## config.mk

```make
export PLATFORM = sky130hd
export DESIGN_NAME = firing_controller
export DESIGN_NICKNAME = d
export VERILOG_FILES = /design/src/verilog/poly_pkg.sv /design/src/verilog/firing_controller.sv
export SDC_FILE = /design/constraint.sdc
export NUM_CORES = 1
export LEC_CHECK = 0
export BUFFER_PORTS_ARGS = -buffer_cell sky130_fd_sc_hd__buf_2
export CAP_MARGIN = 40
export CORE_ASPECT_RATIO = 0.5
export CORE_MARGIN = 1
export CORE_UTILIZATION = 38
export DETAILED_ROUTE_END_ITERATION = 10
export GPL_TIMING_DRIVEN = 0
export PLACE_DENSITY_LB_ADDON = 0.15
export REMOVE_ABC_BUFFERS = 1
export SYNTH_ARGS = -nofsm -noshare
export SYNTH_HDL_FRONTEND = slang
export SYNTH_SLANG_ARGS = --single-unit
```

## constraint.sdc

```tcl
create_clock -name clk -period 1.9 [get_ports clk]
set_input_delay 0.38 -clock clk [delete_from_list [all_inputs] [get_ports clk]]
set_output_delay 0.38 -clock clk [all_outputs]
set_load 0.05 [all_outputs]
```

## src/verilog/poly_pkg.sv

```systemverilog
// ******************************
// shared sizes, opcode and status encodings, command and result token layouts,
// and the controller state encoding.
// ******************************
package poly_pkg;

    localparam int word_size = 16;
    localparam int slot_count = 8;
    localparam int max_coefs = 32;
    localparam int fifo_depth = 16;
    localparam int slot_bits = $clog2(slot_count);
    localparam int coef_bits = $clog2(max_coefs);   // the degree field spans 0 to 31.
    localparam int addr_bits = slot_bits + coef_bits;
    localparam int fifo_cw = $clog2(fifo_depth) + 1;

    typedef enum logic [7:0] {
        op_stp = 8'h00,
        op_evp = 8'h01,
        op_evb = 8'h02,
        op_rst = 8'h03
    } opcode_t;

    typedef struct packed {
        opcode_t              opcode;
        logic [slot_bits-1:0] slot;
        logic [coef_bits-1:0] arg;  // degree for set-up, count for evaluate-block.
    } cmd_word_t;

    typedef enum logic [1:0] {st_ok, st_no_poly, st_bad_opcode} status_t;

    typedef struct packed {
        logic [word_size-1:0] result;
        status_t              status;
    } out_token_t;

    typedef enum logic [3:0] {
        idle, get_cmd_start, get_cmd_wait, stp_start, stp_wait, evp_start, evp_wait,
        evb_start, evb_wait, evb_output, rst_slots, output_st
    } ctrl_state_t;

endpackage
```

## src/verilog/firing_controller.sv

```systemverilog
// ******************************
// mode-level FSM, engine dispatch and result token writes.
// ******************************
`timescale 1ns/100ps
module firing_controller
(
    input  logic                          clk,
    input  logic                          rst,
    input  logic [poly_pkg::fifo_cw-1:0]  cmd_count,
    input  poly_pkg::cmd_word_t           cmd,
    input  logic                          get_done,
    input  logic                          stp_done,
    input  logic                          eval_item_done,
    input  poly_pkg::out_token_t          eval_item,
    input  logic                          eval_done,
    input  logic                          out_full,
    output logic                          get_start,
    output logic                          stp_start,
    output logic                          eval_start,
    output logic                          eval_block,
    output logic                          clear_all,
    output logic                          out_wr_en,
    output poly_pkg::out_token_t          out_wr_token
);
    poly_pkg::ctrl_state_t state;
    poly_pkg::out_token_t tok;

    assign get_start = state == poly_pkg::get_cmd_start;
    assign stp_start = state == poly_pkg::stp_start;
    assign eval_start = state == poly_pkg::evp_start || state == poly_pkg::evb_start;
    assign eval_block = state == poly_pkg::evb_start;
    assign clear_all = state == poly_pkg::rst_slots;
    assign out_wr_en = (state == poly_pkg::evb_output || state == poly_pkg::output_st)
                       && !out_full;
    assign out_wr_token = tok;

    // ******************************
    // state sequencing
    // ******************************
    always_ff @(posedge clk or negedge rst)
    begin
        if (!rst)
            state <= poly_pkg::idle;
        else
        begin
            case (state)
                poly_pkg::idle:
                begin
                    if (cmd_count != '0)
                        state <= poly_pkg::get_cmd_start;
                end
                poly_pkg::get_cmd_start: state <= poly_pkg::get_cmd_wait;
                poly_pkg::get_cmd_wait:
                begin
                    if (get_done)
                    begin
                        case (cmd.opcode)
                            poly_pkg::op_stp: state <= poly_pkg::stp_start;
                            poly_pkg::op_evp: state <= poly_pkg::evp_start;
                            poly_pkg::op_evb: state <= poly_pkg::evb_start;
                            poly_pkg::op_rst: state <= poly_pkg::rst_slots;
                            default: state <= poly_pkg::output_st;  // illegal opcode.
                        endcase
                    end
                end
                poly_pkg::stp_start: state <= poly_pkg::stp_wait;
                poly_pkg::stp_wait:
                begin
                    if (stp_done)
                        state <= poly_pkg::idle;    // set-up writes no token.
                end
                poly_pkg::evp_start: state <= poly_pkg::evp_wait;
                poly_pkg::evp_wait:
                begin
                    if (eval_item_done)
                        state <= poly_pkg::output_st;
                end
                poly_pkg::evb_start: state <= poly_pkg::evb_wait;
                poly_pkg::evb_wait:
                begin
                    if (eval_done)
                        state <= poly_pkg::idle;
                    else if (eval_item_done)
                        state <= poly_pkg::evb_output;
                end
                poly_pkg::evb_output:
                begin
                    // the engine's final done lines up with the last write.
                    if (!out_full)
                        state <= eval_done ? poly_pkg::idle : poly_pkg::evb_wait;
                end
                poly_pkg::output_st:
                begin
                    if (!out_full)
                        state <= poly_pkg::idle;
                end
                default: state <= poly_pkg::idle;
            endcase
        end
    end

    // every decode preloads the bad-opcode token; an evaluation overwrites it.
    always_ff @(posedge clk)
    begin
        if (eval_item_done)
            tok <= eval_item;
        else if (state == poly_pkg::get_cmd_wait && get_done)
        begin
            tok.result <= '0;
            tok.status <= poly_pkg::st_bad_opcode;
        end
    end

endmodule

```

Word level (Yosys, flattened, before mapping)
Index checks and enable logic that the tools add are counted.
Cells by class
  reductions and logical operators: 10
  equal/unequal tests: 21
  muxes and demuxes: 13
Operators by type and width (number)
  $pmux W4 S11: 1
  $mux W18: 2
  $mux W4: 9
  $eq A4 B3 Y1 const B: 4
  $eq A4 B4 Y1 const B: 4
  $eq A8 B2 Y1 const B: 2
  $pmux W4 S4: 1
  $ne A2 B2 Y1 const B: 6
  $eq A4 B2 Y1 const B: 2
  $eq A8 B1 Y1 const B: 1
  $logic_not A8 Y1: 1
  $reduce_and A7 Y1: 1
  $reduce_bool A5 Y1: 1
  $eq A4 B1 Y1 const B: 1
  $logic_not A4 Y1: 1
  $ne A3 B3 Y1 const B: 1
  $logic_and A1 B1 Y1: 2
  $logic_or A1 B1 Y1: 2
  $reduce_bool A2 Y1: 1
  $logic_not A1 Y1: 1
Storage, ports and cells
  word-level logic and storage cells: 47
  bits of input ports: 46
  output and inout port bits: 24
  register bits: 22

Longest topological paths before layout
  depth after elaboration: 4
  mapped depth: 6
  gate-level depth less buffers: 5

Worst setup path before layout
No wires, ideal clock.
  kind: reg-to-output
  start: register state[1]
  end: output get_start
  arrival: 2287 ps
  cell stages (with the launch flop): 3
  path buffers: 1
  slack: -767 ps
  cells stage by stage: dfrtp_1 clkbuf_1 nor4b_1
Between the ends
  word-level cells in the longest chain between the ends: 1
Ends and longest elaborated chain
  from (decl): line firing_controller.sv:25  | poly_pkg::ctrl_state_t state;
  from (signal assigned): line firing_controller.sv:43  | state <= poly_pkg::idle;
  from (signal assigned): line firing_controller.sv:50  | state <= poly_pkg::get_cmd_start;
  from (signal assigned): line firing_controller.sv:52  | poly_pkg::get_cmd_start: state <= poly_pkg::get_cmd_wait;
  $eq A4 B1 Y1: line firing_controller.sv:28  | assign get_start = state == poly_pkg::get_cmd_start;
  to (decl): line firing_controller.sv:17  | output logic get_start,
No other way between the ends.

Worst setup path in the final report
  start: register state[3]
  end: output clear_all
Between the ends
  word-level cells in the longest chain between the ends: 1
Ends and longest elaborated chain
  $eq A4 B4 Y1: line firing_controller.sv:32  | assign clear_all = state == poly_pkg::rst_slots;
  to (decl): line firing_controller.sv:21  | output logic clear_all,
No other way between the ends.

==> impl_metrics.py <==
metrics = {
    "cts": {
        "numCtsBuffers": 3,
        "path_clk_slew_ps": 70,
        "cts_tree": "built",
        "cts.sinks": 22,
        "ctsRootBufferMaster": "clkbuf_8",
        "clock_path_buffers": 2,
        "cts_max_level": 1,
        "insertion_delay_ps": 260,
    },
    "sta": {
        "timing.hold.ws_ps": 380,
        "setup_ws_ps": 102,
        "fin_crit_sh_pct": 94.6,
        "min_period_ps": 1800,
        "finalSetupViolCount": 0,
        "worst-slew-pin-transition_ps": 540,
        "slew_viol_final": 0,
        "slew_headroom_pct": 63.9,
        "fmax_mhz": 556,
        "skew_ps": 5.94,
        "hold_violations": 0,
    },
    "route": {
        "postRouteAntennaNets": 0,
        "avgRoutedWirePerCell_um": 11.1,
        "vias": 910,
        "drc": 0,
        "viasPerCell": 4.74,
        "wirelength_um": 2120,
        "drt_iter0_markers": 18,
        "drt_pass1_iterations": 4,
    },
    "final_layout": {
        "finalNonFillerCells": 192,
        "fin_util_pct": 57.3,
        "final_layout_size_suffix_gt1_share_pct": 51.6,
        "layout_commonest_cell": "buf_2",
        "diodes": 0,
        "nets": 202,
        "fillCellCount": 250,
        "area_delta_synth_final_pct": 37.4,
        "layout_common_cells": "61 x buf_2, 18 x and2_1, 18 x edfxtp_1",
    },
    "critical_path": {
        "slowest_delay_ps": 500,
        "critPathLaunchType": "register",
        "crit_type": "register to primary output",
        "cp.arrival_ps": 1420,
        "end_kind": "primary output",
        "cp_slowest_cell": "dfrtp_2",
        "path_cells": "nor2b_2 -> and3b_1 -> buf_2",
        "crit_required_ps": 1520,
        "crit_fanout": 12,
    },
    "grt": {
        "grt_max_degree": 21,
        "grt.overflow.total": 0,
        "track_usage_pct": 13.0,
        "grt_pass1_vias": 679,
        "antenna_found_initial": 0,
        "grt_first_pass_wirelength_um": 3060,
    },
    "yosys": {
        "syn_area_um2": 1130,
        "syn_inst": 93,
        "syn_avg_cell_area_um2": 12.1,
        "synth_area_leader_cell": "edfxtp_1",
        "yosys.cell_types.count": 38,
        "async_flop_share_pct": 18.2,
        "yosys_most_used_dff": "edfxtp_1",
        "synth_seq_cells": 22,
        "synth_area_leaders": "edfxtp_1 48%, and2_1 10%, dfrtp_1 8.9%",
        "synth_warnings": 0,
        "yosysSeqAreaShare_pct": 56.9,
        "synth_edf_count": 18,
        "synth_top_area_share_pct": 48.0,
    },
    "flow_run": {
        "maxCapViolCount": 0,
    },
    "floorplan": {
        "start_util_pct": 41.7,
        "ios": 70,
        "row_count": 13,
        "core_area_um2": 2700,
        "die_w_um": 79.0,
        "die_area_um2": 3200,
        "die_y_um": 40.5,
    },
    "hold_path": {
        "hp-class": "input pin to register",
    },
    "place": {
        "place_ws_ps": -246,
        "dp.cells": 185,
        "hpwl_um": 1530,
        "gp_congestion": 0.768,
        "io_buffers": 61,
    },
    "power": {
        "ir_worst_vdd_mv": 0.577,
        "leakagePower_nw": 0.692,
        "power.density_nw_per_um2": 1300,
    },
    "outcome": {
        "status": "completed",
    },
}
-- cell type report --
class                      count  area, µm²  area share, %
clock buffer                   3       41.3           2.67
clock inverter                 1       30.0           1.94
inverter                       1       3.75          0.243
multi-input combinational     64        450           29.1
sequential                    22        646           41.7
tap                           37       46.3           2.99
timing repair buffer          64        330           21.3
-- Yosys cell counts (all sizes together) (2+ instances only) --
master,instances
and2,18
buf,3
clkbuf,3
dfrtp,4
edfxtp,18
nand2,4
nand3,4
nor2,7
nor2b,3
nor3,2
nor4b,3
o22ai,2
xor2,2
-- sequential cells by signal (all words and copies together), names as in the netlist --
signal,count
out_wr_token,18
state,4
-- power breakdown --
group          leakage, nW  switching (mW)  internal [mW]
clock network       0.0357           0.146          0.281
logic                0.427           0.521          0.294
registers            0.230           0.128          0.636
total                0.692           0.795           1.21
-- per-layer routing --
layer / share of wire (%) / vias up / global-route usage [%]
met2: 48 / 41 / 23.5
met1: 44 / 402 / 16.0
met4: 0 / 0 / 1.36
li1: - / 467 / -
met3: 8.0 / 0 / 4.55
met5: 0 / - / 0
-- final timing paths --
kind | slack (ps) | start | cells past startpoint | endpoint
worst max register to register | 190 | state[0] | 5 | state[2]
worst min-delay path | 380 | eval_item[1] | 2 | out_wr_token[1]
worst max-delay path | 100 | state[3] | 3 | clear_all
min in group asynchronous | 450 | rst | 2 | state[1]
worst min register to register | 700 | state[3] | 2 | state[3]
max in group asynchronous | 1320 | rst | 2 | state[0]
-- stage by stage --
stage                     power (mW)  TNS (ps)  instance area, µm²
after floorplan                 1.34     -1240                1080
after global placement          1.54     -4980                1440
after detailed placement        1.54     -4420                1440
after CTS                       1.99         0                1530
after global routing            2.13     -1.31                1550
final                           2.01         0                1550
-- cell families after synthesis --
| family | synth area share (%) |
|---|---|
| AO/OA/AOI/OAI | 9.78 |
| XOR/XNOR | 1.56 |
| buffers and inverters | 4.00 |
| flip-flops | 56.9 |
| multiplexers | 0.889 |
| AND/OR/NAND/NOR | 26.9 |
-- critical path, delay by kind of cell (launching register included) --
| family | cells | cell delay [ps] |
|---|---|---|
| flops | 1 | 500 |
| buf+inv | 1 | 250 |
| simple gates | 2 | 410 |
-- what timing repair did --
item	CTS	global route
resized for setup	5	2
endpoints found under the setup margin	22	24
endpoints found under the hold margin	4	0
setup buffers	0	2
hold buffers	1	0
Note: power is estimated with default switching activity, not from simulation.
