File: config.mk
export PLATFORM = sky130hd
export DESIGN_NAME = setup_engine
export DESIGN_NICKNAME = d
export VERILOG_FILES = /design/src/verilog/poly_pkg.sv /design/src/verilog/setup_engine.sv
export SDC_FILE = /design/constraint.sdc
export NUM_CORES = 1
export LEC_CHECK = 0
export BUFFER_PORTS_ARGS = -buffer_cell sky130_fd_sc_hd__buf_2
export CORE_MARGIN = 3
export CORE_UTILIZATION = 40
export DETAILED_ROUTE_END_ITERATION = 10
export GPL_ROUTABILITY_DRIVEN = 0
export GPL_TIMING_DRIVEN = 0
export PLACE_DENSITY = 0.8
export SKIP_LAST_GASP = 1
export SYNTH_ARGS = -nofsm -noshare
export SYNTH_HDL_FRONTEND = slang
export SYNTH_SLANG_ARGS = --single-unit
File: constraint.sdc
create_clock -name clk -period 2.5 [get_ports clk]
set_input_delay 0.125 -clock clk [delete_from_list [all_inputs] [get_ports clk]]
set_output_delay 0.125 -clock clk [all_outputs]
set_load 0.02 [all_outputs]
File: src/verilog/poly_pkg.sv
// ******************************
// shared sizes, opcode and status encodings, command and result token layouts,
// and the controller state encoding.
// ******************************
package poly_pkg;

    localparam int word_size = 16;
    localparam int slot_count = 8;
    localparam int max_coefs = 32;
    localparam int fifo_depth = 16;
    localparam int slot_bits = $clog2(slot_count);
    localparam int coef_bits = $clog2(max_coefs);   // the degree field spans 0 to 31.
    localparam int addr_bits = slot_bits + coef_bits;
    localparam int fifo_cw = $clog2(fifo_depth) + 1;

    typedef enum logic [7:0] {
        op_stp = 8'h00,
        op_evp = 8'h01,
        op_evb = 8'h02,
        op_rst = 8'h03
    } opcode_t;

    typedef struct packed {
        opcode_t              opcode;
        logic [slot_bits-1:0] slot;
        logic [coef_bits-1:0] arg;  // degree for set-up, count for evaluate-block.
    } cmd_word_t;

    typedef enum logic [1:0] {st_ok, st_no_poly, st_bad_opcode} status_t;

    typedef struct packed {
        logic [word_size-1:0] result;
        status_t              status;
    } out_token_t;

    typedef enum logic [3:0] {
        idle, get_cmd_start, get_cmd_wait, stp_start, stp_wait, evp_start, evp_wait,
        evb_start, evb_wait, evb_output, rst_slots, output_st
    } ctrl_state_t;

endpackage
File: src/verilog/setup_engine.sv
// ******************************
// set-up mode that moves N+1 data tokens into one coefficient slot.
// ******************************
`timescale 1ns/100ps
module setup_engine
(
    input  logic                             clk,
    input  logic                             rst,
    input  logic                             start,
    input  poly_pkg::cmd_word_t              cmd,
    input  logic [poly_pkg::fifo_cw-1:0]     data_count,
    output logic                             data_rd_en,
    input  logic [poly_pkg::word_size-1:0]   data_word,
    output logic                             coef_wr_en,
    output logic [poly_pkg::addr_bits-1:0]   coef_wr_addr,
    output logic [poly_pkg::word_size-1:0]   coef_wr_data,
    output logic                             deg_wr,
    output logic                             done
);
    logic busy;
    logic pend;                                 // a popped word arrives this cycle.
    logic [poly_pkg::coef_bits:0] rd_cnt;       // pops issued so far reach N+1 at most.
    logic [poly_pkg::coef_bits-1:0] wr_idx;
    logic last_wr;

    assign data_rd_en = busy && data_count != '0 && rd_cnt <= {1'b0, cmd.arg};
    assign last_wr = pend && wr_idx == cmd.arg;

    always_ff @(posedge clk or negedge rst)
    begin
        if (!rst)
        begin
            busy <= 1'b0;
            pend <= 1'b0;
            rd_cnt <= '0;
            wr_idx <= '0;
        end
        else if (start)
        begin
            busy <= 1'b1;
            pend <= 1'b0;
            rd_cnt <= '0;
            wr_idx <= '0;
        end
        else
        begin
            pend <= data_rd_en;
            if (data_rd_en)
                rd_cnt <= rd_cnt + 1'b1;
            if (pend)
                wr_idx <= wr_idx + 1'b1;
            if (last_wr)
                busy <= 1'b0;
        end
    end

    // coefficient 0 comes first in the data stream.
    assign coef_wr_en = pend;
    assign coef_wr_addr = {cmd.slot, wr_idx};
    assign coef_wr_data = data_word;
    assign deg_wr = last_wr;
    assign done = last_wr;

endmodule

# Word level (Yosys, flattened, before mapping)
# Index checks and enable logic that the tools add are counted.
# op_classes
reduce_logical	7
n_lt_le_gt_ge	1
add_sub_neg	2
muxes	7
eq_ne	1
# ops
operator	n
$mux 6	2
$mux 5	2
$add 6x1->6 const B	1
$le 6x5->1	1
$reduce_bool 2->1	3
$add 5x1->5 const B	1
$eq 5x5->1	1
$reduce_bool 5->1	1
$logic_and 1x1->1	3
$mux 1	3
# totals
inputBits	40
ff_bits	13

# Logic depth before layout (Yosys ltp)
# Gate-level depths: netlist of the first run.
# logic_depth
ltp_word	5
ltp_mapped	7
mapped_depth_nobuf	7

# Least setup slack after synthesis of the first run
# No wires, ideal clock.
# synth_path
path_type	register to register
startpoint	reg rd_cnt[4] (netlist name)
endpoint	reg rd_cnt[0] (netlist name)
arrival_ns	1.853
path_stages_with_launch	7
path_slack_ns	0.520
required_ns	2.373
cell_sequence	dfrtp_1 ha_1 a211o_1 a31oi_1 a32oi_2 nor2b_2 mux2_1
# synth_between
elab_chain_len	3
# synth_lines
element	line	rtl
start: declaration	setup_engine.sv:22	logic [poly_pkg::coef_bits:0] rd_cnt;
start signal: assignment	setup_engine.sv:49	rd_cnt <= rd_cnt + 1'b1;
$le 6x5->1	setup_engine.sv:26	assign data_rd_en = busy && data_count != '0 && rd_cnt <= {1'b0, cmd.arg};
$logic_and 1x1->1	setup_engine.sv:26	
via data_rd_en	setup_engine.sv:12	output logic data_rd_en,
$reduce_bool 2->1 (no source line)	--	
# The timed path passes the listed nets, and every way through them passes these cells.
# A chain may end at the register's enable or synchronous reset.

# Worst setup path in the final report of the first run
# layout_path
startpoint	reg rd_cnt[4] (netlist name)
endpoint	out data_rd_en
# layout_between
elab_chain_len	2
# layout_lines
element	line
$le 6x5->1	setup_engine.sv:26
$logic_and 1x1->1	setup_engine.sv:26
end: declaration	setup_engine.sv:12
# Every way passes these cells.

==> flow_summary.json, run 1 <==
{
  "clock.fmax_ghz": 0.4643,
  "num_vias": 843,
  "final.setup.tns_ps": 0,
  "synth_area_um2": 938.4,
  "htreeDepth": 1,
  "syn_area_per_cell_um2": 9.291,
  "overflow": 0,
  "final_common_cell": "buf_2",
  "synthSimpleGateAreaFrac": 0.1573,
  "synth_compound_area_frac": 0.08133,
  "setup_viol_count_final": 0,
  "ys_seq_elements": 13,
  "die_h_um": 54.44,
  "ctsResizeCount": 0,
  "worstReg2RegStart": "rd_cnt[4]$_DFFE_PN0P_",
  "slew_viol_final": 0,
  "wl_per_cell_um": 11.71,
  "grt_first_pass_wirelength_um": 3325,
  "synthCells": 101,
  "startpoint": "rd_cnt[4]$_DFFE_PN0P_",
  "ant_nets": 0,
  "viasPerCell": 4.873,
  "synthXorXnorAreaFrac": 0.08400,
  "worst_clock_skew_ps": 3.910,
  "multi_input_area_um2": 432.9,
  "synthesis.nets": 148,
  "io_buffers": 40,
  "layout.nets": 194,
  "cts_buffers": 3,
  "reg2reg_slack_ps": 470,
  "cts-root-buf": "clkbuf_4",
  "initial_core_util": 0.4507,
  "grt_max_degree": 14,
  "ir_worst_vdd_mv": 0.4122,
  "ioPinCount": 68,
  "total_power_w": 0.0005384,
  "status": "completed",
  "required_ps": 2380,
  "drive_gt1_frac": 0.4452,
  "pre_cts_ws_ps": 488.3,
  "clock_latency_ps": 280,
  "maxSlewHeadroom": 0.6908,
  "drt_iter0_drc": 11,
  "fp.coreArea_um2": 2082,
  "antenna_cells": 0,
  "power.density_nw_per_um2": 445.4,
  "p_leak_nw": 0.6948,
  "rows": 16,
  "maxCapViolCount": 0,
  "muxShareOfSynthArea": 0.04533,
  "post_cts_buffers": 0,
  "nFillCells": 197,
  "antenna_found_initial": 0,
  "synth_top_family_by_area": "buffers and inverters",
  "start_kind": "flip-flop",
  "hold_path_class": "primary input to flip-flop",
  "grt_pass1_vias": 819,
  "synth.distinct_cells": 27,
  "min-delay-start": "start",
  "timing_worst_setup_path_type": "flip-flop to primary output",
  "fin_crit_sh": 0.8615,
  "drc": 0,
  "cp.arrival_ps": 2030,
  "cp-end-kind": "primary output",
  "cts.clk_slew.worst_paths_ps": 80,
  "hold_viol": 0,
  "synth-adder-area-share": 0.09333,
  "worstMarginPinSlew_ps": 463.8,
  "dpl.hpwl_um": 1654,
  "area_delta_synth_final_pct": 28.80,
  "firstDrtPassIters": 4,
  "rsz0062_at_grt": "no",
  "cts_buffer_depth": 2,
  "yosys_warnings": 0,
  "die_w_um": 54.44,
  "cts_sinks": 13,
  "ctsHoldBuffers": 1,
  "cts_tree": "done",
  "ys_seq_area_frac": 0.3467,
  "path_max_fanout": 7,
  "period_minus_slack_ps": 2154,
  "most-common-layout-cells": "buf_2 (40), buf_4 (20), dfrtp_1 (13)",
  "routed_wirelength_um": 2025,
  "fp.dieArea_um2": 2963,
  "seqCellArea_um2": 325.3,
  "worst_slack_ps": 346.2,
  "grt_usage": 0.1586
}
critical path, cell delays in order (launching register included):
cell and delay (ps):
dfrtp_1 400, ha_1 310, a211o_1 270, a31oi_1 190, a32oi_2 140, nor2b_2 240, buf_2 200
layout make-up:
class	count	area share
multi-input combinational	60	0.3582
sequential	13	0.2692
timing repair buffer	41	0.1739
buffer	21	0.1273
tap	27	0.02795
clock buffer	4	0.02174
inverter	7	0.02174
synth_stat cells:
library cell / n / area (um2)
a211o_1: 1 / 8.760
a21oi_1: 3 / 15.01
a31oi_1: 1 / 6.260
a32o_1: 1 / 10.01
a32oi_2: 1 / 16.27
and2_1: 1 / 6.260
and3_1: 1 / 6.260
and4b_1: 1 / 10.01
buf_4: 20 / 150.1
clkbuf_1: 1 / 3.750
dfrtp_1: 13 / 325.3
ha_1: 7 / 87.58
inv_1: 7 / 26.28
mux2_1: 2 / 22.52
mux2i_1: 2 / 20.02
nand2_1: 5 / 18.77
nand4_1: 3 / 18.77
nor2_1: 10 / 37.54
nor2b_1: 2 / 12.51
nor2b_2: 1 / 8.760
nor3_1: 2 / 10.01
nor4_1: 1 / 6.260
o21ai_0: 3 / 15.01
o21ai_1: 1 / 5.000
or3_1: 2 / 12.51
xnor2_1: 2 / 17.52
xor2_1: 7 / 61.31
path summary, 6_finish.rpt:
path                                    endpoint  cells past startpoint
max                                   data_rd_en                      6
min                        rd_cnt[4]$_DFFE_PN0P_                      3
max reg2reg                rd_cnt[4]$_DFFE_PN0P_                      6
min reg2reg                rd_cnt[5]$_DFFE_PN0P_                      1
max in group asynchronous  rd_cnt[5]$_DFFE_PN0P_                      2
min in group asynchronous  wr_idx[1]$_DFFE_PN0P_                      2
per-stage QoR:
step                      hold slack [ps]  std cells    util  area, um2
after floorplan                    -170.6        101       -      938.4
after global placement              23.48        168  0.5631       1172
after detailed placement            29.18        168  0.5631       1172
after CTS                           205.7        173  0.5805       1209
after global routing                214.8        173  0.5805       1209
final                               202.4        173  0.5805       1209
power by group:
group	leakage (nW)	internal (W)	switching (W)
sequential	0.171	0.000224	0.0000190
clock	0.0150	0.0000619	0.0000697
combinational	0.509	0.0000759	0.0000880
cell families after synthesis:
| family | count (synthesis) |
|---|---|
| flops | 13 |
| fa+ha+maj | 7 |
| mux | 4 |
| compound gates | 11 |
| buf+inv | 28 |
| simple gates | 29 |
| xor+xnor | 9 |
routing by layer:
metal	track usage	vias up	routed length, um
met3	0.04360	6	237
met4	0.07469	0	42
li1	-	412	-
met2	0.2769	48	962
met5	0	-	0
met1	0.1765	377	783
sequential cells by signal, summed over array words and instances (netlist names):
register	flops
busy	1
wr_idx	5
rd_cnt	6
coef_wr_en	1
No activity file was read; power rests on OpenSTA's default activity.
==> inputs of run 2 (changes only) <==
ABC_AREA = 1   (was default)
CORE_UTILIZATION = 42   (was 40)
PLACE_DENSITY = 0.81   (was 0.8)
==> flow_summary.json, run 2 <==
{
  "status": "completed",
  "synthArstFlopShare": 1.000,
  "fp.coreArea_um2": 2297,
  "post_cts_buffers": 0,
  "rsz0062_at_grt": "no",
  "nFillCells": 227,
  "ctsResizeCount": 0,
  "final_common_cell": "buf_2",
  "use_met2": 0.2905,
  "firstDrtPassIters": 6,
  "largest_reg_flops": 6,
  "drt_iter0_drc": 17,
  "ir_worst_vdd_mv": 0.2431,
  "rows": 17,
  "maxSlewHeadroom": 0.8019,
  "crit_top_cell": "nand2_4",
  "synth_top_family_by_area": "simple AND/OR/NAND/NOR gates",
  "p_leak_nw": 0.7959,
  "layout.nets": 234,
  "seqCellArea_um2": 325.3,
  "wl_per_cell_um": 11.43,
  "cp_num_buf_inv": 2,
  "fp.dieArea_um2": 3125,
  "max_stage_delay_ps": 430,
  "worst_clock_skew_ps": 1.445,
  "slew_viol_final": 0,
  "hold_viol": 0,
  "fin_crit_sh": 0.7773,
  "synth-adder-area-share": 0.08373,
  "ys.flop_type": "dfrtp_1",
  "most-common-layout-cells": "buf_2 (41), nand2_1 (29), inv_1 (22)",
  "grt_usage": 0.1632,
  "ys_seq_elements": 13,
  "top_usage_layer": "met2",
  "netlist_top_cells_area": "dfrtp_1 (31%), buf_4 (14%), nand2_1 (10%)",
  "yosys_warnings": 0,
  "synthCells": 141,
  "cts_sinks": 13,
  "grt_first_pass_wirelength_um": 4084,
  "io_buffers": 40,
  "required_ps": 2380,
  "period_minus_slack_ps": 1943,
  "fin_area_um2": 1318,
  "drive_gt1_frac": 0.3710,
  "yosys.cell_count.top_type": "nand2_1",
  "synth_compound_area_frac": 0.06100,
  "start_kind": "flip-flop",
  "yosysTopAreaCellShare": 0.3110,
  "synth_top_area_cell": "dfrtp_1",
  "syn_area_per_cell_um2": 7.418,
  "synth.distinct_cells": 22,
  "top_register": "rd_cnt",
  "hold_path_class": "primary input to flip-flop",
  "viasPerCell": 4.855,
  "cts_buffer_depth": 2,
  "final.setup.tns_ps": 0,
  "synth_area_um2": 1046,
  "synthSimpleGateAreaFrac": 0.2919,
  "final_util": 0.5735,
  "ys_top_cells_by_count": "nand2_1 (29), inv_1 (22), buf_4 (20)",
  "overflow": 0,
  "routed_wirelength_um": 2445,
  "antenna_cells": 0,
  "path_max_fanout": 8,
  "synthXorXnorAreaFrac": 0.02512,
  "maxCapViolCount": 0,
  "worst_slack_ps": 556.7,
  "dpl_cell_area_um2": 1281,
  "antenna_found_initial": 0,
  "power.density_nw_per_um2": 419.0,
  "htreeDepth": 1,
  "use_met1": 0.1892,
  "dpl.hpwl_um": 1987,
  "clock_latency_ps": 280,
  "cts.clk_slew.worst_paths_ps": 80,
  "worst_path_max_delay_cell": "dfrtp_1",
  "clock.fmax_ghz": 0.5146,
  "cts_tree": "done",
  "ctsHoldBuffers": 1,
  "area_delta_synth_final_pct": 25.96,
  "die_w_um": 55.91,
  "grt_max_degree": 14,
  "grtUsageMet3": 0.03016,
  "setup_viol_count_final": 0,
  "initial_core_util": 0.4553,
  "reg.largest.list": "rd_cnt (6), wr_idx (5)",
  "muxShareOfSynthArea": 0,
  "cts_buffers": 3,
  "path_cells": "ha_1, nand2_1, nor2_1, nand3_1, nand2_4, nand2_4, inv_1, buf_2",
  "worstMarginPinSlew_ps": 297.2,
  "cp.arrival_ps": 1820,
  "crit_family": "simple AND/OR/NAND/NOR gates",
  "cts-root-buf": "clkbuf_4",
  "cp-end-kind": "primary output",
  "pre_cts_ws_ps": 876.6,
  "grt_pass1_vias": 965,
  "num_vias": 1039,
  "ys_seq_area_frac": 0.3110,
  "drc": 0,
  "synth_edf_count": 0,
  "ant_nets": 0,
  "ioPinCount": 68,
  "timing_worst_setup_path_type": "flip-flop to primary output",
  "synthesis.nets": 188,
  "multi_input_area_um2": 483.0,
  "die_h_um": 55.91
}
## run 2: through the flow
step / total power [W] / hold slack (ps) / instances
finish: 0.0005520 / 72.16 / 214
CTS: 0.0005593 / 62.54 / 214
floorplan: 0.0003664 / -170.6 / 141
global placement: 0.0004175 / 30.38 / 209
global route: 0.0005898 / 75.41 / 214
detailed placement: 0.0004234 / 29.75 / 209
## run 2: routing by layer
metal  routed length [um]  vias up
li1                     -      523
met1                  963      468
met2                 1221       45
met3                  236        3
met4                   23        0
met5                    0        -
## run 2: cell families (layout without fill, tap and decap cells)
group           Yosys count  in the layout
simple gates             64             64
fa+ha+maj                 7              7
compound gates           11             11
buf+inv                  43             88
xor+xnor                  3              3
flops                    13             13
## run 2: final cells by class
cell class,instances,area share
clock buffer,4,0.01994
inverter,22,0.06268
sequential,13,0.2469
tap,28,0.02659
multi-input combinational,85,0.3666
timing repair buffer,41,0.1595
buffer,21,0.1178
## run 2: path summary, 6_finish.rpt
check	startpoint	end	slack [ps]	cells after the start
worst max-delay path	rd_cnt[4]$_DFFE_PN0P_	data_rd_en	560	8
worst min-delay path	start	coef_wr_en$_DFF_PN0_	70	2
worst max register to register	rd_cnt[4]$_DFFE_PN0P_	rd_cnt[1]$_DFFE_PN0P_	930	8
worst min register to register	busy$_DFFE_PN0P_	busy$_DFFE_PN0P_	500	2
max in group asynchronous	rst	wr_idx[0]$_DFFE_PN0P_	2020	2
min in group asynchronous	rst	wr_idx[4]$_DFFE_PN0P_	260	2
## run 2: power by group
part           total (W)  internal [W]  switching, W
registers       0.000244      0.000224     0.0000199
clock network   0.000133     0.0000620     0.0000708
logic           0.000175     0.0000753      0.000100
total           0.000552      0.000361      0.000191
