`src/verilog/token_fifo.sv`:
```
// ******************************
// synchronous FIFO with population count and registered read data.
// ******************************
`timescale 1ns/100ps
module token_fifo
#(
    parameter int width = 16,
    parameter int depth = 16
)
(
    input  logic                   clk,
    input  logic                   rst,
    input  logic                   wr_en,
    input  logic [width-1:0]       wr_data,
    input  logic                   rd_en,
    output logic [width-1:0]       rd_data,
    output logic [$clog2(depth):0] count,
    output logic                   full
);
    logic [width-1:0] mem [depth];
    logic [$clog2(depth)-1:0] wr_ptr;
    logic [$clog2(depth)-1:0] rd_ptr;
    logic do_wr;
    logic do_rd;

    assign full = count == ($clog2(depth) + 1)'(depth);
    assign do_wr = wr_en && !full;      // a write into a full buffer is dropped.
    assign do_rd = rd_en && count != '0;

    always_ff @(posedge clk or negedge rst)
    begin
        if (!rst)
        begin
            wr_ptr <= '0;
            rd_ptr <= '0;
            count <= '0;
        end
        else
        begin
            wr_ptr <= wr_ptr + ($clog2(depth))'(do_wr);   // pointers wrap at depth.
            rd_ptr <= rd_ptr + ($clog2(depth))'(do_rd);
            count <= count + ($clog2(depth) + 1)'(do_wr) - ($clog2(depth) + 1)'(do_rd);
        end
    end

    // read data shows up the cycle after rd_en.
    always_ff @(posedge clk)
    begin
        if (do_wr)
            mem[wr_ptr] <= wr_data;
        if (do_rd)
            rd_data <= mem[rd_ptr];
    end

endmodule

```
`config.mk`:
```
export PLATFORM = sky130hd
export DESIGN_NAME = token_fifo
export DESIGN_NICKNAME = d
export VERILOG_FILES = /design/src/verilog/token_fifo.sv
export SDC_FILE = /design/constraint.sdc
export NUM_CORES = 1
export LEC_CHECK = 0
export BUFFER_PORTS_ARGS = -buffer_cell sky130_fd_sc_hd__buf_2
export CAP_MARGIN = 10
export CORE_MARGIN = 2
export CORE_UTILIZATION = 30
export CTS_CLUSTER_DIAMETER = 120
export DETAILED_ROUTE_END_ITERATION = 10
export PLACE_DENSITY = 0.58
export SYNTH_ARGS = -nofsm -noshare
export SYNTH_HDL_FRONTEND = slang
export SYNTH_SLANG_ARGS = --single-unit
export TNS_END_PERCENT = 50
```
`constraint.sdc`:
```
create_clock -name clk -period 2.55 [get_ports clk]
set_input_delay 0 -clock clk [delete_from_list [all_inputs] [get_ports clk]]
set_output_delay 0 -clock clk [all_outputs]
set_load 0.05 [all_outputs]
```
# --- Word level (Yosys, flattened, before mapping) ---
# Memory sizes are Yosys's and may differ from the RTL's. A register that Yosys moved wholly into a read port is not among the register bits.
# Cells that the tools add are included.
classes:
  addsub: 4
  n_eq_ne: 1
  mux: 2
  reduce_logical: 4
ops:
  columns: ["operator", "count"]
  rows:
  - ["4-bit by 1-bit adder with 4-bit output", 2]
  - ["5-bit by 1-bit adder with 5-bit output", 1]
  - ["5-bit equality test (second input constant)", 1]
  - ["5-bit nonzero test", 1]
  - ["5-bit by 1-bit subtractor with 5-bit output", 1]
  - ["1-bit logical AND", 2]
  - ["1-bit 2-to-1 mux", 2]
  - ["1-bit zero test", 1]
word_totals:
  regBits: 13
  ramBits: 256
  in_bits: 20
  output_inout_bits: 22
  elab_cells: 15
  memories: 1
memory_table:
  columns: ["name", "depth", "width", "rd", "rd_ports_with_merged_regs", "write_ports", "line_no", "rtl"]
  rows:
  - ["mem", 16, 16, 1, 1, 1, "20", "logic [width-1:0] mem [depth];"]

# --- Depth between registers and ports, before layout ---
# Gate-level depths: netlist of the first run.
depth:
  depth_word: 5
  ltp_mapped: 13
  depth_no_buf: 13

# --- Worst setup path before layout of the first run ---
# OpenSTA, ideal clock, no wires.
synth_path:
  kind: "flip-flop to flip-flop"
  start: "register count[3]"
  end: "register count[4]"
  setup_ns: 0.080
  arrival_time_ns: 3.998
  required_time_ns: 2.470
  path_slack_ns: -1.528
  path_stages_with_launch: 14
  n_path_buf: 0
  period_less_slack_ns: 4.078
  path_cell_list: "dfrtp_1 > inv_1 > ha_1 > nor4bb_1 > nand2b_1 > ha_1 > inv_1 > ha_1 > inv_1 > fa_1 > inv_1 > a21oi_1 > o21bai_1 > xnor2_1"
synth_between:
  elab_chain_cells: 5
  elab_cells_between_ends: 7
  cone_classes: "2 x add/sub; 1 x eq/ne; 4 x reduce/logical"
synth_rtl:
  columns: ["item", "line_no", "rtl"]
  rows:
  - ["start: declaration", "17", "output logic [$clog2(depth):0] count,"]
  - ["start signal: assignment", "42", "count <= count + ($clog2(depth) + 1)'(do_wr) - ($clog2(depth) + 1)'(do_rd);"]
  - ["5-bit equality test", "26", "assign full = count == ($clog2(depth) + 1)'(depth);"]
  - ["named net full", "18", "output logic full"]
  - ["1-bit zero test", "27", "assign do_wr = wr_en && !full;"]
  - ["1-bit logical AND", "27", null]
  - ["5-bit by 1-bit adder with 5-bit output", "42", null]
  - ["5-bit by 1-bit subtractor with 5-bit output", "42", null]
# The timed path passes the listed nets, and every way through them passes these cells.

# --- Final worst setup path of the first run ---
layout_path:
  start: "register count[3]"
  end: "register count[4]"
layout_between:
  elab_chain_cells: 5
  elab_cells_between_ends: 7
  cone_classes: "2 x add/sub; 1 x eq/ne; 4 x reduce/logical"
layout_rtl:
  columns: ["item", "line_no"]
  rows:
  - ["5-bit equality test", "26"]
  - ["1-bit zero test", "27"]
  - ["1-bit logical AND", "27"]
  - ["5-bit by 1-bit adder with 5-bit output", "42"]
  - ["5-bit by 1-bit subtractor with 5-bit output (*)", "42"]
# Mark *: on every way between the ends. The rest lies on a longest branch, timed or not.

==> summary.md, run 1 <==
| Metric | Value |
|---|---|
| Status | `finished clean` |
| CP Capture Type | `register` |
| Inserted Diodes | `0` |
| Number of antenna violations at the first check in global routing | `0` |
| Share of layout cells above drive strength 1 | `27.3%` |
| Via-to-Cell Ratio | `4.80` |
| Max-cap violations | `0` |
| Die area | `38,400 sq um` |
| Leakage Power | `4.50 nW` |
| CTS Buffer Depth | `3` |
| Final setup vio count | `0` |
| Worst Path Arrival | `2820 ps` |
| GRT overflow | `0` |
| Placed cell count | `1,071` |
| DRT Wirelength | `23,700 microns` |
| GR Util met1 | `16.7%` |
| Slowest cell on the critical path | `dfrtp_2` |
| Die H | `196 microns` |
| Initial DRC count | `457` |
| Crit share post-route | `92.6%` |
| Fin. max-slew vios | `0` |
| Syn Area/Cell | `19.9 sq um` |
| Clk_skew | `4.95 ps` |
| Syn Inst Count | `555` |
| Main flop type after synthesis | `edfxtp_1` |
| CTS tree | `done` |
| Row Count | `70` |
| Largest net degree at the start of global routing | `41` |
| Post-synth cell types | `33` |
| Critical-path maximum fanout | `3` |
| Routed length per placed instance | `20.7 microns` |
| Final setup margin | `190 ps` |
| CTS Buf Count | `28` |
| First-pass GRT wire length | `35,700 microns` |
| Tmin final | `2360 ps` |
| Sequential area share after synthesis | `76.8%` |
| CP delay by family, top | `adder cells` |
| Crit. Startpoint | `count[3]$_DFF_PN0_` |
| Max stage delay on crit path | `420 ps` |
| Synthesis Warnings | `0` |
| Reg-to-reg startpoint | `count[3]$_DFF_PN0_` |
| H-tree depth | `1` |
| Pre-CTS WS | `186 ps` |
| Vias | `5,476` |
| Post-Syn Area | `11,100 sq um` |
| Post-synth EDFFs | `272` |
| Required time of the worst setup path | `3010 ps` |
| Clk slew on worst S/H paths | `60 ps` |
| Port Buffer Count | `41` |
| Max VDD drop | `615 uV` |
| Post-detail-place hpwl | `15,000 microns` |
| Synthesized flop and latch total | `285` |
| Final GP Congestion | `0.752` |
| Power, Total | `0.0152 W` |
| Final Hold Fails | `0` |
| Vias in the first global route | `5,696` |
| Slew HR | `45.8%` |
| CP Launch Type | `register` |
| DRC | `0` |
| Setup CP Type | `reg2reg` |
| Most Used Layer, Global Route | `met2` |
| RSZ-0062 raised after global routing | `false` |
| Tot GR Track Use | `12.3%` |
| Async SR Flop Fraction | `4.56%` |
| Worst Hold Class | `in2reg` |
| Worst-skew pair later-pin latency | `540 ps` |
| Crit path cell chain | `inv_2 -> ha_4 -> nor4bb_4 -> nand2b_4 -> ha_4 -> inv_2 -> ha_4 -> inv_2 -> fa_2 -> inv_1 -> a21oi_1 -> o21bai_1 -> xnor2_1` |
| Final ANT Viol Nets | `0` |
| Syn Nets | `586` |
| Initial Util | `30.3%` |
| Commonest non-fill, non-tap cell in the layout | `edfxtp_1` |
| Max Freq | `424 MHz` |
| Met3 usage in global routing | `1.41%` |
| First-pass DRT Iterations | `5` |
| Cell Pwr Density | `1150 nW/um^2` |
| Cell Count, Final, Fillers Out | `1,142` |
| Commonest cells after routing, fill and taps aside | `272 x edfxtp_1, 64 x mux2i_1, 41 x buf_2` |
| Setup Fix Bufs, Post-CTS | `0` |
| Final instance area | `13,200 sq um` |
| CTS root buffer | `clkbuf_16` |
| Worst-Margin Slew | `813 ps` |
| Core ar. | `36,400 sq um` |
| GR met2 Demand/Resource | `21.2%` |
| Sink Count | `285` |
| NumNets Final | `683` |
| Placed Area | `12,100 sq um` |
| IO Count | `42` |
| Worst path bufs/invs | `4` |
| Area Growth Syn to Fin | `19.5%` |
| Die Width | `196 microns` |
| Hold Crit Start | `rd_en` |
-- sequential cells by signal, summed over array words and instances (netlist names) --
register	cells
rd_ptr	4
rd_data	16
count	5
mem	256
wr_ptr	4
-- power by group --
group | internal, W | switching, W
sequential | 0.00590 | 0.000309
clock | 0.00239 | 0.00172
combinational | 0.00184 | 0.00309
-- routing by layer --
layer | vias to the layer above | wire, microns
li1 | 2463 | -
met1 | 2869 | 10500
met2 | 114 | 11800
met3 | 30 | 907
met4 | 0 | 392
met5 | - | 0
-- kinds of logic after synthesis --
group | after synthesis | synth area share [%]
compound gates | 69 | 4.67
xor+xnor | 8 | 0.634
fa+ha+maj | 11 | 1.31
buf+inv | 41 | 2.40
flops | 285 | 76.8
mux | 96 | 12.3
simple gates | 45 | 1.86
-- metrics by stage --
step	util (%)	hold slack [ps]	TNS, ps
after floorplan	-	-296	-11610
after global placement	33.2	-80.8	0
after detailed placement	33.2	-77.2	0
after CTS	36.3	136	0
after global routing	36.3	150	0
final	36.3	150	0
-- worst paths after layout --
path	to	slack (ps)	cells after the start
worst min register to register	wr_ptr[0]$_DFF_PN0_	590	1
worst min-delay path	count[0]$_DFF_PN0_	150	5
worst max register to register	count[4]$_DFF_PN0_	190	13
max in group asynchronous	rd_ptr[0]$_DFF_PN0_	1460	3
worst max-delay path	count[4]$_DFF_PN0_	190	13
min in group asynchronous	count[4]$_DFF_PN0_	590	3
-- worst register-to-register path: stages, from the launching register on --
cell and delay (ps):
dfrtp_2 420, inv_2 90, ha_4 130, nor4bb_4 290
nand2b_4 190, ha_4 190, inv_2 60, ha_4 120
inv_2 30, fa_2 350, inv_1 70, a21oi_1 60
o21bai_1 170, xnor2_1 130
-- area by class of cell --
cell class	count	area, sq um
Sequential cell	285	8500
Multi-Input combinational cell	229	2440
Clock inverter	19	188
Tap cell	468	586
Fill cell	3392	23200
Inverter	11	41.3
Clock buffer	33	741
Timing Repair Buffer	97	723
-- cells in the mapped netlist, drive strengths merged, types with 2 or more instances --
master / count / share of area (%)
edfxtp: 272 / 74
mux2i: 64 / 5.8
a221oi: 32 / 2.5
mux4: 32 / 6.5
buf: 21 / 1.7
nand2: 18 / 0.61
a22oi: 16 / 1.1
o21ai: 16 / 0.72
dfrtp: 13 / 2.9
nor2: 12 / 0.41
inv: 11 / 0.37
ha: 10 / 1.1
clkbuf: 9 / 0.31
nor3: 4 / 0.18
xnor2: 4 / 0.32
xor2: 4 / 0.32
nand2b: 3 / 0.17
a21oi: 2 / 0.091
nand3: 2 / 0.091
nand3b: 2 / 0.14
-- what timing repair did --
action,4_1_cts,5_1_grt
gates resized for setup,0,0
hold buffers,19,0
hold endpoints to repair,270,0
No activity file was read; power rests on OpenSTA's default activity.
==> run 2, diff against run 1 <==
==> constraint.sdc (replaced) <==
create_clock -name clk -period 2.55 [get_ports clk]
set_input_delay 0.1275 -clock clk [delete_from_list [all_inputs] [get_ports clk]]
set_output_delay 0.1275 -clock clk [all_outputs]
set_load 0.05 [all_outputs]
==> run 2 against run 1 <==
  * Maximum frequency grew 0.24%
  * Sequential cell count unchanged
  * Global-route usage is 0.16 points lower
  * First-iteration DRC count fell by 11%
==> summary.md, run 2 (synthesized netlist as in run 1, its figures left out) <==
| Metric | Value |
|---|---|
| Status | `finished clean` |
| Max VDD drop | `392 uV (-36%)` |
| H-tree depth | `1 (unchanged)` |
| Pre-CTS WS | `198 ps (+11.7 ps)` |
| Clk slew on worst S/H paths | `60 ps (about the same)` |
| RSZ-0062 raised after global routing | `false` |
| Final GP Congestion | `0.746 (-0.82%)` |
| Sw Ratio | `33.2% (-0.38 points)` |
| Max reg flops | `256 (unchanged)` |
| CTS Buffer Depth | `3 (unchanged)` |
| CTS tree | `done` |
| Commonest non-fill, non-tap cell in the layout | `edfxtp_1` |
| Final Hold Slack | `45.5 ps (-104 ps)` |
| Critical-path maximum fanout | `3 (unchanged)` |
| Combinational Power Share | `32.1% (-0.2 points)` |
| Routed wl met3 | `857 microns (-5.5%)` |
| Initial Util | `30.3% (unchanged)` |
| DRT met1 WL | `10,200 microns (-2.9%)` |
| Die Width | `196 microns (unchanged)` |
| Via-to-Cell Ratio | `4.74 (-1.1%)` |
| Die area | `38,400 sq um (unchanged)` |
| Number of antenna violations at the first check in global routing | `0 (unchanged)` |
| Post-detail-place hpwl | `14,800 microns (-1.5%)` |
| Cell Pwr Density | `1140 nW/um^2 (-0.80%)` |
| Sink Count | `285 (unchanged)` |
| Pint | `0.0101 W (+0.17%)` |
| Final setup vio count | `0 (unchanged)` |
| Critical R2R Capture | `count[4]$_DFF_PN0_` |
| CTS Buf Count | `28 (unchanged)` |
| Fin. max-slew vios | `0 (unchanged)` |
| Setup Fix Bufs, Post-CTS | `0 (unchanged)` |
| Worst-Margin Slew | `539 ps (-273 ps)` |
| Slew HR | `64.0% (+18 points)` |
| DRT Wirelength | `23,300 microns (-1.6%)` |
| IO Count | `42 (unchanged)` |
| Commonest cells after routing, fill and taps aside | `272 x edfxtp_1, 64 x mux2i_1, 41 x buf_2` |
| Clk_skew | `14.5 ps (+9.58 ps)` |
| DRC | `0 (unchanged)` |
| Final setup margin | `195 ps (+5.55 ps)` |
| Die H | `196 microns (unchanged)` |
| Leakage Power | `4.54 nW (+0.93%)` |
| Final Hold Fails | `0 (unchanged)` |
| Tot GR Track Use | `12.2% (-0.16 points)` |
| Hold Crit Start | `wr_en` |
| Row Count | `70 (unchanged)` |
| Hold path endpoint | `wr_ptr[0]$_DFF_PN0_` |
| Setup CP Type | `reg2reg` |
| Final instance area | `13,300 sq um (+0.40%)` |
| Crit share post-route | `92.3% (-0.22 points)` |
| Share of layout cells above drive strength 1 | `27.7% (+0.39 points)` |
| Max-cap violations | `0 (unchanged)` |
| Max Used Layer | `met4` |
| CTS root buffer | `clkbuf_16` |
| Max Freq | `425 MHz (+0.24%)` |
| NumNets Final | `692 (+1.3%)` |
| Crit. Startpoint | `count[3]$_DFF_PN0_` |
| Placed Area | `12,200 sq um (+0.76%)` |
| GRT overflow | `0 (unchanged)` |
| CP Launch Type | `register` |
| First-pass GRT wire length | `35,200 microns (-1.4%)` |
| Biggest register | `mem` |
| Sequential Power Share | `41.5% (+0.8 points)` |
| Vias in the first global route | `5,606 (-1.6%)` |
| Fin util | `36.4% (+0.14 points)` |
| Tmin final | `2350 ps (-5.55 ps)` |
| Sw power | `0.00504 W (-1.5%)` |
| Worst Hold Class | `in2reg` |
| Worst-skew pair later-pin latency | `540 ps (about the same)` |
| Worst Reg-to-Reg Cells | `13 (unchanged)` |
| First-pass DRT Iterations | `4 (-1)` |
| Area Growth Syn to Fin | `20.0%` |
| Setup TNS | `0 ps (unchanged)` |
| Required time of the worst setup path | `3010 ps (about the same)` |
| Largest net degree at the start of global routing | `26 (-37%)` |
| Routed length per placed instance | `20.3 microns (-2.0%)` |
| Reg-to-reg startpoint | `count[3]$_DFF_PN0_` |
| R2R Setup Slk | `200 ps (about the same)` |
| Inserted Diodes | `0 (unchanged)` |
| Worst Path Arrival | `2810 ps (about the same)` |
| Vias | `5,438 (-0.69%)` |
| Final ANT Viol Nets | `0 (unchanged)` |
| Clk pwr share | `26.4% (-0.5 points)` |
| Initial DRC count | `407 (-11%)` |
| Hold path depth | `4 (-1)` |
| Top Registers | `mem x256, rd_data x16, count x5` |
| Met2 wire length | `11,600 microns (-1.4%)` |
| Core ar. | `36,400 sq um (unchanged)` |
| CP Capture Type | `register` |
| Port Buffer Count | `41 (unchanged)` |
==> run 2: how the worst max path moves through the flow <==
stage	endpoint	slack [ps]	cells after the start
after CTS	count[4]$_DFF_PN0_	180	13
after global routing	count[4]$_DFF_PN0_	20	13
after detailed placement	count[4]$_DFF_PN0_	200	13
after global placement	count[4]$_DFF_PN0_	250	13
final	count[4]$_DFF_PN0_	200	13
after floorplan	count[4]$_DFF_PN0_	-380	13
==> run 2: power by group through the flow <==
stage	Clock (W)	Sequential (W)	Combinational, W
4_1_cts	0.00409	0.00631	0.00498
3_3_place_gp	0	0.00638	0.00495
3_5_place_dp	0	0.00640	0.00493
6_report	0.00401	0.00630	0.00487
5_1_grt	0.00429	0.00636	0.00527
2_1_floorplan	0	0.00680	0.00304
==> run 2: timing repair <==
action,4_1_cts,5_1_grt
resized for setup,0,0
endpoints found under the hold margin,269,0
hold buffers,19,0
==> run 2: stage by stage <==
stage               power (W)  std cells
floorplan             0.00983        555
global placement       0.0113       1080
detailed placement     0.0113       1080
CTS                    0.0154       1147
global route           0.0159       1147
finish                 0.0152       1147
==> run 2: layer usage <==
metal,GRT usage (%),vias up
met5,0,-
met4,4.10,0
li1,-,2483
met1,16.2,2811
met2,20.7,108
met3,1.56,36
==> run 2: critical path, stage by stage (launching register included) <==
cell	delay, ps
dfrtp_2	420
inv_2	90
ha_4	130
nor4bb_4	280
nand2b_4	190
ha_4	190
inv_2	60
ha_4	120
inv_2	30
fa_2	340
inv_1	70
a21oi_1	60
o21bai_1	170
xnor2_1	130
==> run 2: area by class of cell <==
| type | instances | area (sq um) |
|---|---|---|
| Clock buffer | 32 | 737 |
| Timing Repair Buffer | 106 | 816 |
| Sequential cell | 285 | 8500 |
| Fill cell | 3368 | 23200 |
| Inverter | 11 | 41.3 |
| Multi-Input combinational cell | 229 | 2440 |
| Tap cell | 468 | 586 |
| Clock inverter | 16 | 151 |
